`src/logic/dataMemPath_cfg.svh`:
```
`ifndef DATAMEMPATH_CFG_SVH
`define DATAMEMPATH_CFG_SVH

// Byte address width, 4 KiB of RAM
`define DM_ADDR_WIDTH 12

`define DM_DATA_WIDTH 32

// Request nickname width
`define DM_NICK_WIDTH 4

`define DM_QUEUE_DEPTH 4  // Load/store queue entries

`endif

```
`src/logic/memTypesPkg.sv`:
```
`include "dataMemPath_cfg.svh"

package memTypesPkg;

    typedef logic [`DM_ADDR_WIDTH-1:0] addrT;
    typedef logic [`DM_DATA_WIDTH-1:0] dataT;
    typedef logic [`DM_NICK_WIDTH-1:0] nickT;

    // Access size as byte count minus one
    typedef logic [1:0] lenT;

    typedef enum logic [1:0] {mcIdle, mcRead, mcWrite, mcFinish} mcStateT;

endpackage

```
`src/logic/loadStoreQueue.sv`:
```
`timescale 1ns/1ps
`include "dataMemPath_cfg.svh"

module loadStoreQueue (
    input  logic              clk,
    input  logic              rst,
    input  logic              rdy,
    input  logic              reqValid,
    output logic              reqReady,
    input  logic              reqStore,
    input  memTypesPkg::addrT reqAddr,
    input  memTypesPkg::dataT reqData,
    input  memTypesPkg::lenT  reqLen,
    input  memTypesPkg::nickT reqNick,
    output logic              issueValid,
    input  logic              issueReady,
    output logic              issueStore,
    output memTypesPkg::addrT issueAddr,
    output memTypesPkg::dataT issueData,
    output memTypesPkg::lenT  issueLen,
    output memTypesPkg::nickT issueNick
);
    import memTypesPkg::*;

    localparam int Depth    = `DM_QUEUE_DEPTH;
    localparam int PtrWidth = $clog2(Depth);

    logic                storeMem [Depth];
    addrT                addrMem  [Depth];
    dataT                dataMem  [Depth];
    lenT                 lenMem   [Depth];
    nickT                nickMem  [Depth];
    logic [PtrWidth-1:0] head;
    logic [PtrWidth-1:0] tail;
    logic [PtrWidth:0]   count;
    logic                push;
    logic                pop;

    function automatic logic [PtrWidth-1:0] nextPtr(input logic [PtrWidth-1:0] ptr);
        nextPtr = (ptr == PtrWidth'(Depth - 1)) ? '0 : ptr + 1'b1;
    endfunction

    assign reqReady   = rdy && (count != (PtrWidth + 1)'(Depth));
    assign issueValid = (count != '0);
    assign push       = reqValid && reqReady;
    assign pop        = rdy && issueValid && issueReady;

    // Head entry goes straight to the data port
    assign issueStore = storeMem[head];
    assign issueAddr  = addrMem[head];
    assign issueData  = dataMem[head];
    assign issueLen   = lenMem[head];
    assign issueNick  = nickMem[head];

    always_ff @(posedge clk) begin
        if (rst) begin
            head  <= '0;
            tail  <= '0;
            count <= '0;
        end else begin
            if (push) tail <= nextPtr(tail);
            if (pop) head <= nextPtr(head);
            if (push && !pop) count <= count + 1'b1;
            else if (pop && !push) count <= count - 1'b1;
        end
    end

    always_ff @(posedge clk) begin
        if (push) begin
            storeMem[tail] <= reqStore;
            addrMem[tail]  <= reqAddr;
            dataMem[tail]  <= reqData;
            lenMem[tail]   <= reqLen;
            nickMem[tail]  <= reqNick;
        end
    end

endmodule

```
`config.mk`:
```
export PLATFORM = sky130hd
export DESIGN_NAME = loadStoreQueue
export DESIGN_NICKNAME = d
export VERILOG_FILES = /design/src/logic/memTypesPkg.sv /design/src/logic/loadStoreQueue.sv
export VERILOG_INCLUDE_DIRS = /design/src /design/src/logic
export SDC_FILE = /design/constraint.sdc
export NUM_CORES = 1
export LEC_CHECK = 0
export BUFFER_PORTS_ARGS = -buffer_cell sky130_fd_sc_hd__buf_2
export CAP_MARGIN = 20
export CORE_UTILIZATION = 55
export DETAILED_ROUTE_END_ITERATION = 10
export GPL_TIMING_DRIVEN = 0
export HOLD_SLACK_MARGIN = 0.08
export PLACE_DENSITY = 0.81
export SYNTH_ARGS = -nofsm -noshare
export SYNTH_HDL_FRONTEND = slang
export SYNTH_SLANG_ARGS = --single-unit
```
`constraint.sdc`:
```
create_clock -name clk -period 3.35 [get_ports clk]
set_input_delay 1.005 -clock clk [delete_from_list [all_inputs] [get_ports clk]]
set_output_delay 1.005 -clock clk [all_outputs]
set_load 0.02 [all_outputs]
```
==> reports/qor.yml <==
run_status:
  outcome: "finished, final reports clean"
timing:
  max_freq_mhz: 342.5
  finalSetupViolations: 0
  max_slew_margin_pct: 56.42
  maxSlewViolCount: 0
  finalCritPeriodShare_pct: 87.16
  hold_violations: 0
  rsz0062_at_grt: "no"
  tightestPinTransition_ns: 0.6537
  period_needed_ns: 2.920
  fin_skew_ns: 0.007391
min_path:
  min_from: "head[0]"
  hold_depth: 2
  hold_path_class: "reg -> reg"
  whs_endpoint: "head[0]"
layout:
  syn_to_final_growth_pct: 19.11
  num_antenna_cells: 0
  n_fill_cell: 887
  drive_gt1_share_pct: 44.09
  nets: 515
  design_area_um2: 9430
clock_network:
  post_cts_resized: 0
  postCtsHoldBufs: 0
  numCtsBuffers: 21
  cts_tree: "built"
  path_clk_slew_ns: 0.06
  clock_latency_ns: 0.48
  h-tree-depth: 1
  clock_path_buffers: 3
  cts_setup_buffers: 0
  cts-root-buf: "clkbuf_16"
  numClockSinks: 213
detailed_routing:
  highest_layer: "met4"
  drt-total-wl_um: 13620
  drtAntennaViolNets: 0
  wl_met3_um: 760
  viasPerCell: 5.578
  wl_per_cell_um: 21.11
  post-route-drc-count: 0
  vias: 3598
  met1_length_um: 5442
  drt-initial-drc-count: 179
  firstDrtPassIters: 4
  route.met2.wl_um: 7115
worst_setup_path:
  reg2reg_depth: 7
  end_kind: "output port"
  r2r-end: "count[2]"
  ff2ff_setup_slack_ns: 1.11
  r2r_start: "count[1]"
  crit_fanout: 10
  path_class: "reg -> out"
  worst_ep_required_time_ns: 2.34
  start_kind: "flip-flop"
  arrival_ns: 1.91
logic_synthesis:
  yosysWarningCount: 0
  synth_ff_type: "edfxtp_1"
  synth.top_cell.area_share_pct: 77.37
  syn-num-nets: 381
  synth_area_leaders: "edfxtp_1 77%, mux4_2 14%, dfxtp_1 2.3%, buf_12 1.3%, ha_1 0.95%"
  synth_cell_types: 27
  postSynth.asyncResetShare_pct: 0
  synth_edf_count: 204
  synth_top_area_cell: "edfxtp_1"
  synth-seq-area-share_pct: 79.65
  ys_ff_latch: 213
  post-synth-top-count-cell: "edfxtp_1"
  synth.cell_area_um2: 7918
  synthCells: 318
  syn_area_per_cell_um2: 24.90
  yosys-top-cells-count: "204 x edfxtp_1, 50 x mux4_2, 9 x dfxtp_1"
floorplanning:
  die_h_um: 122.0
  rows: 43
  coreArea_um2: 13990
  dieArea_um2: 14880
  start_util_pct: 56.60
  io_pins: 109
  die_w_um: 122.0
global_route:
  grt_usage_pct: 18.82
  grt_pass1_vias: 3721
  grt_max_degree: 31
  overflow: 0
  antenna_found_initial: 0
  grt_pass1_wl_um: 20500
power:
  combinationalPowerShare_pct: 14.7
  p_int_w: 0.004839
  ir_worst_vdd_mv: 0.6102
  p_switching_w: 0.001466
  finalPower_w: 0.006305
  p_clk_share_pct: 36.1
  p_leak_nw: 3.196
  p_seq_share_pct: 49.2
  p_per_area_nw_per_um2: 668.6
  switching_share_pct: 23.24
flow_run:
  cap_violations: 0
placed_design:
  io_buffer_count: 107
  place_hpwl_um: 8389
  place_congestion: 0.7087
  place_area_um2: 8763
[layer usage]
layer  track usage [%]  up-vias
li1                  -     1622
met1             24.06     1850
met2             32.66      109
met3             3.839       17
met4             5.401        0
met5                 0        -
[per-stage QoR]
| stage | setup TNS, ns | hold WS [ns] | instances | worst slack [ns] | utilization [%] |
|---|---|---|---|---|---|
| after floorplan | 0 | 0.4634 | 318 | 0.4691 | - |
| after global placement | -117.66 | 0.4764 | 605 | -0.6060 | 62.04 |
| final | 0 | 0.5265 | 645 | 0.4301 | 67.42 |
| after global routing | 0 | 0.5411 | 645 | 0.2999 | 67.42 |
| after detailed placement | 0 | 0.5095 | 609 | 0.6074 | 62.65 |
| after CTS | 0 | 0.5157 | 645 | 0.3564 | 67.42 |
[power by group through the flow]
stage / registers (W) / clock network (W) / logic (W)
floorplan: 0.00315 / 0 / 0.000662
global placement: 0.00315 / 0 / 0.000908
detailed placement: 0.00316 / 0 / 0.000940
CTS: 0.00310 / 0.00232 / 0.000946
global route: 0.00311 / 0.00242 / 0.00100
finish: 0.00310 / 0.00228 / 0.000929
[worst max-delay path: stages, from the launching register on]
cell and delay [ns]:
dfxtp_1 0.30, buf_1 0.25, buf_2 0.33, mux4_2 0.37, buf_2 0.18
[layout by cell type, fill, tap and decap left out, types with 3 or more instances in the layout]
master	n
a21oi_1	3
buf_2	112
ha_1	6
clkbuf_1	3
and3_2	4
edfxtp_1	204
nor2_1	4
or3_1	3
buf_12	9
dfxtp_1	9
mux4_2	50
clkbuf_16	21
bufinv_16	3
inv_1	3
clkinv_1	7
[final cells by class]
type | instances | area (µm²) | share of cell area, %
inverters | 3 | 11.26 | 0.1194
clock buffers | 23 | 533.0 | 5.652
well taps | 180 | 225.2 | 2.388
plain buffers | 13 | 143.9 | 1.526
repair buffers | 111 | 615.6 | 6.528
multi-input cells | 89 | 1461 | 15.50
flip-flops and latches | 213 | 6306 | 66.87
clock inverters | 13 | 133.9 | 1.420
[cells by family after synthesis]
group,Yosys count,synth area share (%)
adder cells (fa/ha/maj),7,1.201
multiplexers,53,14.81
AND/OR/NAND/NOR,20,1.422
AO/OA/AOI/OAI,7,0.7428
flip-flops,213,79.65
buffers and inverters,16,1.959
XOR/XNOR,2,0.2213
[registers in the layout, summed over array words and instances, names as in the netlist, named ones only]
signal	flops
nickMem	16
dataMem	128
head	2
storeMem	4
lenMem	8
addrMem	48
tail	2
count	3
[worst max-delay path by stage]
stage / from / endpoint / slack [ns] / cells past startpoint
detailed placement: rdy / count[2] / 0.61 / 9
floorplan: reqValid / addrMem[0][0] / 0.47 / 2
CTS: flip-flop / issueAddr[3] / 0.36 / 4
finish: flip-flop / issueData[15] / 0.43 / 4
global route: flip-flop / issueData[12] / 0.30 / 4
global placement: rdy / dataMem[1][25] / -0.61 / 3
Note: power is estimated with default switching activity, not from simulation.
