File: src/logic/dataMemPath_cfg.svh
`ifndef DATAMEMPATH_CFG_SVH
`define DATAMEMPATH_CFG_SVH

// Byte address width, 4 KiB of RAM
`define DM_ADDR_WIDTH 12

`define DM_DATA_WIDTH 32

// Request nickname width
`define DM_NICK_WIDTH 4

`define DM_QUEUE_DEPTH 4  // Load/store queue entries

`endif

File: src/logic/memTypesPkg.sv
`include "dataMemPath_cfg.svh"

package memTypesPkg;

    typedef logic [`DM_ADDR_WIDTH-1:0] addrT;
    typedef logic [`DM_DATA_WIDTH-1:0] dataT;
    typedef logic [`DM_NICK_WIDTH-1:0] nickT;

    // Access size as byte count minus one
    typedef logic [1:0] lenT;

    typedef enum logic [1:0] {mcIdle, mcRead, mcWrite, mcFinish} mcStateT;

endpackage

File: src/logic/dataPort.sv
`timescale 1ns/1ps

module dataPort (
    input  logic              clk,
    input  logic              rst,
    input  logic              rdy,
    input  logic              issueValid,
    output logic              issueReady,
    input  logic              issueStore,
    input  memTypesPkg::addrT issueAddr,
    input  memTypesPkg::dataT issueData,
    input  memTypesPkg::lenT  issueLen,
    input  memTypesPkg::nickT issueNick,
    output logic              mcValid,
    output logic              mcStore,
    output memTypesPkg::addrT mcAddr,
    output memTypesPkg::dataT mcWdata,
    output memTypesPkg::lenT  mcLen,
    input  logic              mcBusy,
    input  logic              mcDone,
    input  memTypesPkg::dataT mcRdData,
    output logic              respValid,
    output memTypesPkg::dataT respData,
    output memTypesPkg::nickT respNick
);
    import memTypesPkg::*;

    logic occupied;
    logic handed;   // Command already taken by the controller
    logic storeReg;
    addrT addrReg;
    dataT dataReg;
    lenT  lenReg;
    nickT nickReg;
    logic capture;

    assign issueReady = !occupied;
    assign capture    = rdy && issueValid && !occupied;

    assign mcValid = occupied && !handed;
    assign mcStore = storeReg;
    assign mcAddr  = addrReg;
    assign mcWdata = dataReg;
    assign mcLen   = lenReg;

    always_ff @(posedge clk) begin
        if (rst) begin
            occupied  <= 1'b0;
            handed    <= 1'b0;
            respValid <= 1'b0;
        end else if (rdy) begin
            respValid <= mcDone;
            if (mcDone) begin
                occupied <= 1'b0;
            end else if (capture) begin
                occupied <= 1'b1;
                handed   <= 1'b0;
            end else if (mcValid && !mcBusy) begin
                handed <= 1'b1;
            end
        end
    end

    always_ff @(posedge clk) begin
        if (capture) begin
            storeReg <= issueStore;
            addrReg  <= issueAddr;
            dataReg  <= issueData;
            lenReg   <= issueLen;
            nickReg  <= issueNick;
        end
        if (rdy && mcDone) begin
            respData <= storeReg ? '0 : mcRdData;  // Stores answer with zero
            respNick <= nickReg;
        end
    end

endmodule

File: config.mk
export PLATFORM = sky130hd
export DESIGN_NAME = dataPort
export DESIGN_NICKNAME = d
export VERILOG_FILES = /design/src/logic/memTypesPkg.sv /design/src/logic/dataPort.sv
export VERILOG_INCLUDE_DIRS = /design/src /design/src/logic
export SDC_FILE = /design/constraint.sdc
export NUM_CORES = 1
export LEC_CHECK = 0
export ABC_AREA = 1
export BUFFER_PORTS_ARGS = -buffer_cell sky130_fd_sc_hd__buf_2
export CORE_MARGIN = 5
export CORE_UTILIZATION = 30
export DETAILED_ROUTE_END_ITERATION = 10
export GPL_ROUTABILITY_DRIVEN = 0
export SYNTH_ARGS = -nofsm -noshare
export SYNTH_HDL_FRONTEND = slang
export SYNTH_SLANG_ARGS = --single-unit
File: constraint.sdc
create_clock -name clk -period 2.1 [get_ports clk]
set_input_delay 0.21 -clock clk [delete_from_list [all_inputs] [get_ports clk]]
set_output_delay 0.21 -clock clk [all_outputs]
set_load 0.1 [all_outputs]
==> impl_summary.md <==
Status
The flow ran to the end, and the final reports show no timing, DRC or antenna violations.

STA
The normalized max-slew margin is 66.46%. The clock arrives with around 0.013 ns of skew. The number of pins with negative max-slew slack in the final report is 0. Setup repair after global routing left no endpoint under its margin. The worst path needs 1.553 ns of the cycle, external delays included.

The worst-margin pin slew is roughly 0.5 ns. Setup violations remaining at the end of the flow were counted as 0. The tightest hold margin is between 0.03 and 0.04 ns. The top achievable clock speed is around 640 MHz. Dividing the final minimum period by the clock period gives 73.96%.

The final-report hold violation count is 0. Summed over all failing endpoints, the final setup total negative slack is 0 ns.

Worst setup path
The count of buffer and inverter cells on the critical path is 2. The arrival time of the worst setup path is 1.34 ns. The type of destination of the critical path is an output port. The worst setup path is of the reg2out kind. The maximum net fanout on the critical path is 3. Grouping stages by cell kind, the critical path spends the most delay in buffers and inverters. The required time of the critical path is 1.89 ns. The signal on the critical path passes through inv_1 -> nor2_2 -> buf_2. The slowest stage of the critical path is the sky130_fd_sc_hd__buf_2 cell. The startpoint class of the critical path is a register. In this design, the stage delay of the slowest critical-path cell is 0.42 ns.

Placement
The quantity of I/O buffers inserted on ports is 174. After detailed placement, the design holds a cell count of 483. The total half-perimeter wirelength after legalization and detailed placement is 5085 um.

Global routing
The pin count of the biggest net entering global routing is 53. The wire length of the first global-routing pass is 9508 um. For this run the aggregate overflow at the end of global routing stands at 0. The initial antenna violation count is 0. Across every metal layer, demand over resource in global routing totals a little over a tenth. The via count of the first global-routing pass is 1,969.

Clock tree
The clock-pin slew of the registers on the worst-case setup and hold paths is 0.09 ns. The number of hold-repair buffers added at the cts stage is 0. The clock tree from TritonCTS is done.

The CTS H-tree depth is 3. CTS saw 90 sinks. The quantity of gates resized following cts is 0. The clock reaches the later pin of the worst-skew pair after 0.34 ns.

In this run the clock root is driven by a sky130_fd_sc_hd__clkbuf_8. The maximum buffer depth of the clock tree is 2. Counting the buffers created by CTS gives 9.

The post-CTS setup buffer count is 0.

Floorplan
175 I/O pins were placed. The floorplan step defined a die boundary enclosing 12,140 sq um. Once the floorplan was initialized, standard cells occupied 30.80% of the core.

The initialized floorplan defines 36 standard-cell rows. The die is approximately 110 um tall. The region available for standard cell placement spans 9774 sq um. The die width is around 110 um.

Final layout
The repair_antennas step left the layout with diodes totalling 0. The finished layout holds 498 standard cells, fillers aside. The area overhead of the layout relative to synthesis is 42.27%. The final-layout fill cell count is 894. At the end of the flow, the number of nets in the layout was 450. The fraction of layout cells with a size suffix above 1 is 53.15%.

Routing
The via count normalized by instance count is 3.912. After detailed routing, the total wire length is 6609 um. The post-detailed-route DRC marker count is 0. The via total after detailed routing is 1,948.

In the final routed layout, each cell accounts on average for 13.27 um. The DRC marker count from the first detailed-route iteration is 82. The first-pass iteration count of the detailed router is 4. The remaining number of nets flagged by the antenna check after routing is 0.

Synthesis
After synthesis, the mean cell area works out to roughly 17 sq um. Synthesis instantiated 11 different standard cells from the library. After synthesis, the cell types taking the most area are sky130_fd_sc_hd__edfxtp_1 (87%), sky130_fd_sc_hd__inv_1 (4.6%), sky130_fd_sc_hd__nor2_1 (4.5%). For this run, the number of Yosys warnings is 0.

The share of synthesized area in the top cell type comes to 86.78%. The number of standard cells after synthesis is 176. Summing the areas of all and, or, nand and nor instances in the mapped netlist gives 5.528% of the synthesized area. The synthesized netlist net count is 265.

The xor-xnor portion of the synthesized cell area is 0%. Summing the areas of all compound-gate instances in the mapped netlist gives less than 1% of the synthesized area. Summing every instance area after synthesis gives 3010 sq um. The share of the Yosys chip area taken by registers is 88.78%. The flip-flop and latch count after synthesis is 90.

The share of cell area taken by muxes after synthesis is 0%. The area share of fa/ha/maj cells after synthesis is 0%. By area, the combinational part of the netlist is dominated by simple AND/OR/NAND/NOR gates. The top cell type by total area after synthesis is sky130_fd_sc_hd__edfxtp_1.

Power and ir drop
The worst supply voltage drop on vdd is 0.0004474 V. The power density relative to cell area is 924.3 nW/um^2. The static leakage is ~1.9 nW.

Hold path
The min-delay analysis places its worst path in the category in2reg.

Flow run
Max-cap violations in this run came to 0.
area by class of cell:
| type | count | area (sq um) | share of cell area, % |
|---|---|---|---|
| inverter | 37 | 138.9 | 3.243 |
| sequential | 90 | 2673 | 62.40 |
| tap | 133 | 166.4 | 3.885 |
| timing repair buffer | 177 | 920.9 | 21.50 |
| clock buffer | 10 | 127.6 | 2.980 |
| multi-input combinational | 46 | 191.4 | 4.470 |
| clock inverter | 5 | 65.06 | 1.519 |
worst register-to-register path, stage by stage, from the launching register on:
cell and delay [ns]:
sky130_fd_sc_hd__dfxtp_1 0.35, sky130_fd_sc_hd__nor2_4 0.13, sky130_fd_sc_hd__buf_12 0.25
path summary, 6_finish.rpt:
kind / start / endpoint / slack [ns] / cells past startpoint
worst min-delay path: rst / occupied / 0.03 / 2
worst max register to register: occupied / nickReg[2] / 0.99 / 2
worst min register to register: nickReg[0] / respNick[0] / 0.43 / 0
worst max-delay path: occupied / mcValid / 0.55 / 3
kinds of logic after synthesis:
kind of cell / Yosys count
flip-flops: 90
AND/OR/NAND/NOR: 43
buffers and inverters: 40
AO/OA/AOI/OAI: 3
layout by cell type, fill, tap and decap left out, types with 2 or more instances in the layout:
cell                         count
sky130_fd_sc_hd__clkbuf_8        9
sky130_fd_sc_hd__nor2_1         35
sky130_fd_sc_hd__dfxtp_1         3
sky130_fd_sc_hd__buf_4           2
sky130_fd_sc_hd__nand2_1         5
sky130_fd_sc_hd__buf_2         173
sky130_fd_sc_hd__buf_12          2
sky130_fd_sc_hd__inv_1          37
sky130_fd_sc_hd__clkinvlp_4      2
sky130_fd_sc_hd__edfxtp_1       87
power breakdown:
part           internal, mW  switching [mW]  leakage, nW
logic                 0.124           0.620        0.999
clock network         0.554           0.586       0.0905
registers              2.06          0.0175        0.846
total                  2.74            1.22         1.94
cells in the mapped netlist:
cell type	count
sky130_fd_sc_hd__a211oi_1	1
sky130_fd_sc_hd__a21oi_1	1
sky130_fd_sc_hd__buf_2	3
sky130_fd_sc_hd__dfxtp_1	3
sky130_fd_sc_hd__edfxtp_1	87
sky130_fd_sc_hd__inv_1	37
sky130_fd_sc_hd__nand2_1	5
sky130_fd_sc_hd__nand2_2	1
sky130_fd_sc_hd__nor2_1	36
sky130_fd_sc_hd__nor2_2	1
sky130_fd_sc_hd__o21ai_0	1
stage by stage:
step                      total power [mW]  setup WS [ns]  utilization [%]  area, sq um
after detailed placement             2.869         0.8697            41.85         4090
final                                3.959         0.5468            43.82         4283
after floorplan                      2.693       0.003079                -         3013
after global placement               2.863         0.8793            41.85         4090
after global routing                 4.130         0.4595            43.82         4283
after CTS                            4.019         0.5116            43.82         4283
registers in the layout, summed over array words and instances (netlist names):
register / cells
handed: 1
mcAddr: 12
mcLen: 2
mcStore: 1
mcWdata: 32
nickReg: 4
occupied: 1
respData: 32
respNick: 4
respValid: 1
metal layers:
metal,track usage (%),vias up,wire length [um]
met5,0,-,0
met2,16.81,121,3075
met3,5.882,8,1059
li1,-,952,-
met4,5.013,0,95
met1,11.45,867,2378
No activity file was read; power rests on OpenSTA's default activity.
