**src/logic/dataMemPath_cfg.svh**
```systemverilog
`ifndef DATAMEMPATH_CFG_SVH
`define DATAMEMPATH_CFG_SVH

// Byte address width, 4 KiB of RAM
`define DM_ADDR_WIDTH 12

`define DM_DATA_WIDTH 32

// Request nickname width
`define DM_NICK_WIDTH 4

`define DM_QUEUE_DEPTH 4  // Load/store queue entries

`endif

```
**src/logic/memTypesPkg.sv**
```systemverilog
`include "dataMemPath_cfg.svh"

package memTypesPkg;

    typedef logic [`DM_ADDR_WIDTH-1:0] addrT;
    typedef logic [`DM_DATA_WIDTH-1:0] dataT;
    typedef logic [`DM_NICK_WIDTH-1:0] nickT;

    // Access size as byte count minus one
    typedef logic [1:0] lenT;

    typedef enum logic [1:0] {mcIdle, mcRead, mcWrite, mcFinish} mcStateT;

endpackage

```
**src/logic/memController.sv**
```systemverilog
`timescale 1ns/1ps

module memController (
    input  logic              clk,
    input  logic              rst,
    input  logic              rdy,
    input  logic              mcValid,
    input  logic              mcStore,
    input  memTypesPkg::addrT mcAddr,
    input  memTypesPkg::dataT mcWdata,
    input  memTypesPkg::lenT  mcLen,
    output logic              mcBusy,
    output logic              mcDone,
    output memTypesPkg::dataT mcRdData,
    output logic              ramWe,
    output memTypesPkg::addrT ramAddr,
    output logic [7:0]        ramWdata,
    input  logic [7:0]        ramRdata
);
    import memTypesPkg::*;

    mcStateT    state;
    logic [1:0] cnt;       // Byte lane being read or written
    addrT       baseAddr;
    dataT       wdataReg;
    lenT        lenReg;
    dataT       rdBuf;
    logic       accept;
    logic [2:0] rdOffset;

    assign mcBusy   = (state != mcIdle);
    assign mcDone   = (state == mcFinish);
    assign mcRdData = rdBuf;
    assign accept   = rdy && mcValid && !mcBusy;

    // A pause reissues the pending byte's address so ramRdata keeps that byte
    assign rdOffset = rdy ? {1'b0, cnt} + 3'd1 : {1'b0, cnt};

    always_comb begin
        ramAddr  = mcAddr;
        ramWdata = mcWdata[7:0];
        ramWe    = 1'b0;
        case (state)
            mcIdle:   ramWe = accept && mcStore;  // Byte 0 leaves in the accept cycle
            mcRead:   ramAddr = baseAddr + addrT'(rdOffset);
            mcWrite: begin
                ramAddr  = baseAddr + addrT'(cnt);
                ramWdata = wdataReg[{cnt, 3'b000} +: 8];
                ramWe    = rdy;
            end
            mcFinish: ramWe = 1'b0;
            default:  ramWe = 1'b0;
        endcase
    end

    always_ff @(posedge clk) begin
        if (rst) begin
            state <= mcIdle;
            cnt   <= '0;
        end else if (rdy) begin
            case (state)
                mcIdle: begin
                    if (accept && mcStore) begin
                        state <= (mcLen == 2'd0) ? mcFinish : mcWrite;
                        cnt   <= 2'd1;
                    end else if (accept) begin
                        state <= mcRead;
                        cnt   <= 2'd0;
                    end
                end
                mcRead, mcWrite: begin
                    if (cnt == lenReg) state <= mcFinish;
                    else cnt <= cnt + 2'd1;
                end
                mcFinish: state <= mcIdle;
                default:  state <= mcIdle;
            endcase
        end
    end

    always_ff @(posedge clk) begin
        if (accept) begin
            baseAddr <= mcAddr;
            wdataReg <= mcWdata;
            lenReg   <= mcLen;
            rdBuf    <= '0;  // Zero extension for short loads
        end else if (rdy && state == mcRead) begin
            rdBuf[{cnt, 3'b000} +: 8] <= ramRdata;
        end
    end

endmodule

```
**config.mk**
```make
export PLATFORM = sky130hd
export DESIGN_NAME = memController
export DESIGN_NICKNAME = d
export VERILOG_FILES = /design/src/logic/memTypesPkg.sv /design/src/logic/memController.sv
export VERILOG_INCLUDE_DIRS = /design/src /design/src/logic
export SDC_FILE = /design/constraint.sdc
export NUM_CORES = 1
export LEC_CHECK = 0
export CORE_ASPECT_RATIO = 2
export CORE_MARGIN = 2
export CORE_UTILIZATION = 56
export CTS_CLUSTER_DIAMETER = 30
export DETAILED_ROUTE_END_ITERATION = 16
export DONT_BUFFER_PORTS = 1
export HOLD_SLACK_MARGIN = 0.03
export PLACE_DENSITY = 0.77
export SKIP_CTS_REPAIR_TIMING = 1
export SLEW_MARGIN = 20
export SYNTH_ARGS = -nofsm -noshare
export SYNTH_HDL_FRONTEND = slang
export SYNTH_SLANG_ARGS = --single-unit
```
**constraint.sdc**
```tcl
create_clock -name clk -period 4.8 [get_ports clk]
set_clock_uncertainty 0.1 [all_clocks]
set_input_delay 1.44 -clock clk [delete_from_list [all_inputs] [get_ports clk]]
set_output_delay 1.44 -clock clk [all_outputs]
set_load 0.01 [all_outputs]
```
==> results by stage <==
Status:
- The run finished with clean final reports.

Global routing:
- The number of antenna violations at the first check in global routing is 0.
- The largest net degree at the start of global routing is 48.
- Global routing used 20.4% of the available tracks.
- Global routing finished with a remaining overflow of 0.
- The wire length of the first global-routing pass is 10,900 µm.
- The number of global-route vias before repair is 2,353.

Critical path:
- STA puts the critical path data arrival time at 3.13 ns.
- STA classifies the critical path startpoint as a primary input.
- Traced cell by cell, the critical path runs through nand2b_1 > mux2_4 > ha_1 > nand3_1 > and2_4 > or4_1 > a31oi_2.
- Along the worst path, the maximum fanout reaches 12.
- The required time of the critical path is 3.26 ns.
- The cell with the biggest individual delay on the critical path is or4_1.
- Broken down by cell family, the worst path's largest delay share belongs to simple AND/OR/NAND/NOR gates.
- The beginning of the worst register-to-register path is state[0].
- The type of the worst setup path is in2out.
- In this run the worst setup path begins at rdy.
- The sum of buffers and inverters on the critical path is 0.
- The biggest cell delay along the critical path is 0.48 ns.
- The endpoint class of the critical path is an output port.

STA:
- Derived from the worst setup path, the maximum achievable clock frequency is 0.214 GHz.
- The aggregate negative setup slack is 0 ns.
- The hold violation count in the final report is 0.
- The post-route fraction of the period consumed by the critical path is 97.3%.
- The remaining max-slew budget at the tightest pin is 31.6%.
- The max-slew violation total from the final report is 0.
- Setup repair after global routing left no endpoint under its margin.
- The worst path needs 4.67 ns of the cycle, external delays included.
- The final number of setup-violating endpoints is 0.
- The slew of the pin with the lowest slew margin is 1.03 ns.

Power:
- The overall power consumption is 1910 µW.
- The static leakage is 0.00147 µW.
- Power spread over the standard cell area amounts to 463 mW/mm².
- The largest voltage drop on the vdd net is 0.354 mV.

Clocking:
- The clock latency at the later pin of the worst-skew pair is 0.34 ns.
- Clock tree synthesis found a total of 82 sinks.
- The clock transition time at the flip-flop clock pins of the worst setup and hold paths is 0.06 ns.
- The H-tree was split into 3 levels.
- TritonCTS built the clock tree.
- The number of clock buffers added by TritonCTS is 9.
- The maximum clock path buffer count is 2.
- The root buffer selected by CTS is clkbuf_16.

Logic synthesis:
- The number of unique standard cell types used by synthesis is 42.
- The share of async-settable or async-resettable flops after synthesis is 0%.
- The gate count of the mapped netlist is 287.
- The number of synthesized register bits is 82.
- For this run, the leading register cell type out of synthesis is edfxtp_1.
- The synthesized area is 0.00372 mm².
- The number of flops mapped to enable cells by yosys is 46.
- Yosys printed 0 warnings.
- The number of nets handed over by synthesis was 360.
- The post-synthesis sequential area ratio is 56.5%.
- The mean instance size in the synthesized netlist is 13.0 µm².

Flow run:
- The number of max-capacitance violations reported is 0.

Detailed routing:
- The total wire length is 7060 µm.
- The detail route stage leaves a number of antenna-violating nets equal to 0.
- The number of remaining DRC errors is 0.
- The detailed-route via count is 2,339.
- The routed wirelength normalized by instance count is 18.4 µm.
- The pre-antenna-repair detailed-routing pass consisted of 5 iterations.
- The violation count after the first detailed-route iteration is 200.
- The post-detailed-route via-to-cell ratio is 6.09.

Floorplanning:
- The floorplan die width is 61.6 µm.
- The floorplan step defined a core boundary enclosing 0.00652 mm².
- The die area is 0.00735 mm².
- The floorplan has 42 rows.
- In this run the vertical extent of the chip is 119 µm.
- The number of top-level design ports is 114.
- The initial utilization of the core area, before any placement, comes to 57.1%.

Min path:
- The beginning of the worst hold path is mcRdData[16].
- The worst min-delay path class is reg2reg.

Placement:
- The total of buffers placed on input and output ports is 0.
- The final weighted congestion in routability-driven placement is 0.887.
- The cell count after placement is 368.
- The wire-length estimate of the detail-placed layout is 5120 µm.

Final layout:
- The post-route netlist has 15.2% of its cells at a drive strength greater than 1.
- The area growth from synthesis to final layout is 10.8%.
- 0 antenna diodes ended up in the layout.
- After the last flow step, the layout net total stands at 364.
- The finished layout holds 384 standard cells, fillers aside.
[worst register-to-register path, stage by stage (launching register included)]
cell	delay (ns)
dfxtp_1	0.33
inv_1	0.12
ha_1	0.31
and3_2	0.90
buf_4	0.50
nor2_1	0.10
[path summary, 6_finish.rpt]
path / endpoint / slack (ns) / cells past startpoint
worst min-delay path: mcRdData[16] / 0.49 / 2
worst max register to register: mcRdData[10] / 2.31 / 5
worst max-delay path: ramAddr[11] / 0.13 / 7
worst min register to register: mcRdData[16] / 0.49 / 2
[where the power goes]
part           internal [µW]  switching [µW]
Combinational            136             216
Clock                    438             270
Sequential               810            39.7
[cell families (layout without fill, tap and decap cells)]
kind of cell,count (synthesis),in the layout,synth area share (%)
XOR/XNOR,12,12,2.82
multiplexers,20,20,9.28
AO/OA/AOI/OAI,58,58,10.9
AND/OR/NAND/NOR,84,84,13.0
flip-flops,82,82,56.5
buffers and inverters,17,26,2.59
adder cells (fa/ha/maj),14,14,4.91
[flip-flops by register name (all words and copies together) (netlist names)]
signal,count
mcRdData,32
wdataReg,32
baseAddr,12
cnt,2
lenReg,2
state,2
[final cells by class]
type | instances | area, µm²
Sequential cell | 82 | 2100
Fill cell | 514 | 2390
Inverter | 5 | 18.8
Clock buffer | 10 | 250
Tap cell | 88 | 110
Clock inverter | 6 | 68.8
Timing Repair Buffer | 5 | 37.5
Multi-Input combinational cell | 188 | 1530
[per-stage QoR]
stage / utilization [%] / setup slack [ns] / instance area (µm²) / hold WS [ns]
after floorplan: - / 0.0132 / 3730 / 0.436
after global placement: 58.4 / 0.146 / 3800 / 0.468
after detailed placement: 58.4 / 0.118 / 3800 / 0.478
after CTS: 63.2 / 0.118 / 4120 / 0.494
after global routing: 63.2 / 0.0445 / 4120 / 0.510
final: 63.2 / 0.130 / 4120 / 0.488
[cell usage after synthesis, types with 2 or more instances]
library cell | n | area (µm²)
or4_1 | 2 | 15.0
edfxtp_1 | 46 | 1380
nand2_1 | 10 | 37.5
clkbuf_1 | 8 | 30.0
nand3_1 | 3 | 15.0
and3_1 | 3 | 18.8
and2_1 | 2 | 12.5
nor4b_4 | 3 | 71.3
mux4_1 | 8 | 210
mux2_2 | 12 | 135
nand3_2 | 3 | 30.0
nand2b_1 | 4 | 25.0
dfxtp_1 | 36 | 721
xnor2_1 | 8 | 70.1
a21oi_1 | 12 | 60.1
nand4_1 | 5 | 31.3
ha_1 | 13 | 163
inv_1 | 5 | 18.8
a22oi_1 | 32 | 240
o31ai_1 | 2 | 15.0
buf_6 | 2 | 22.5
a31oi_1 | 2 | 12.5
xor2_1 | 4 | 35.0
nor2_1 | 44 | 165
[cell usage in the layout, fill, tap and decap left out, drive strengths merged, types with 4 or more instances in the layout]
cell type  instances
nand4              5
ha                13
nand2             10
edfxtp            46
nand2b             4
xnor2              8
inv                8
mux4               8
a22oi             32
mux2              12
clkbuf            10
buf                5
a21oi             12
nand3              7
dfxtp             36
nor2              44
xor2               4
[layer usage]
| layer | track usage, % | routed length [µm] |
|---|---|---|
| met4 | 11.0 | 182 |
| met5 | 0 | 0 |
| met3 | 7.38 | 479 |
| met2 | 32.8 | 3760 |
| met1 | 22.5 | 2630 |
Note: power is estimated with default switching activity, not from simulation.
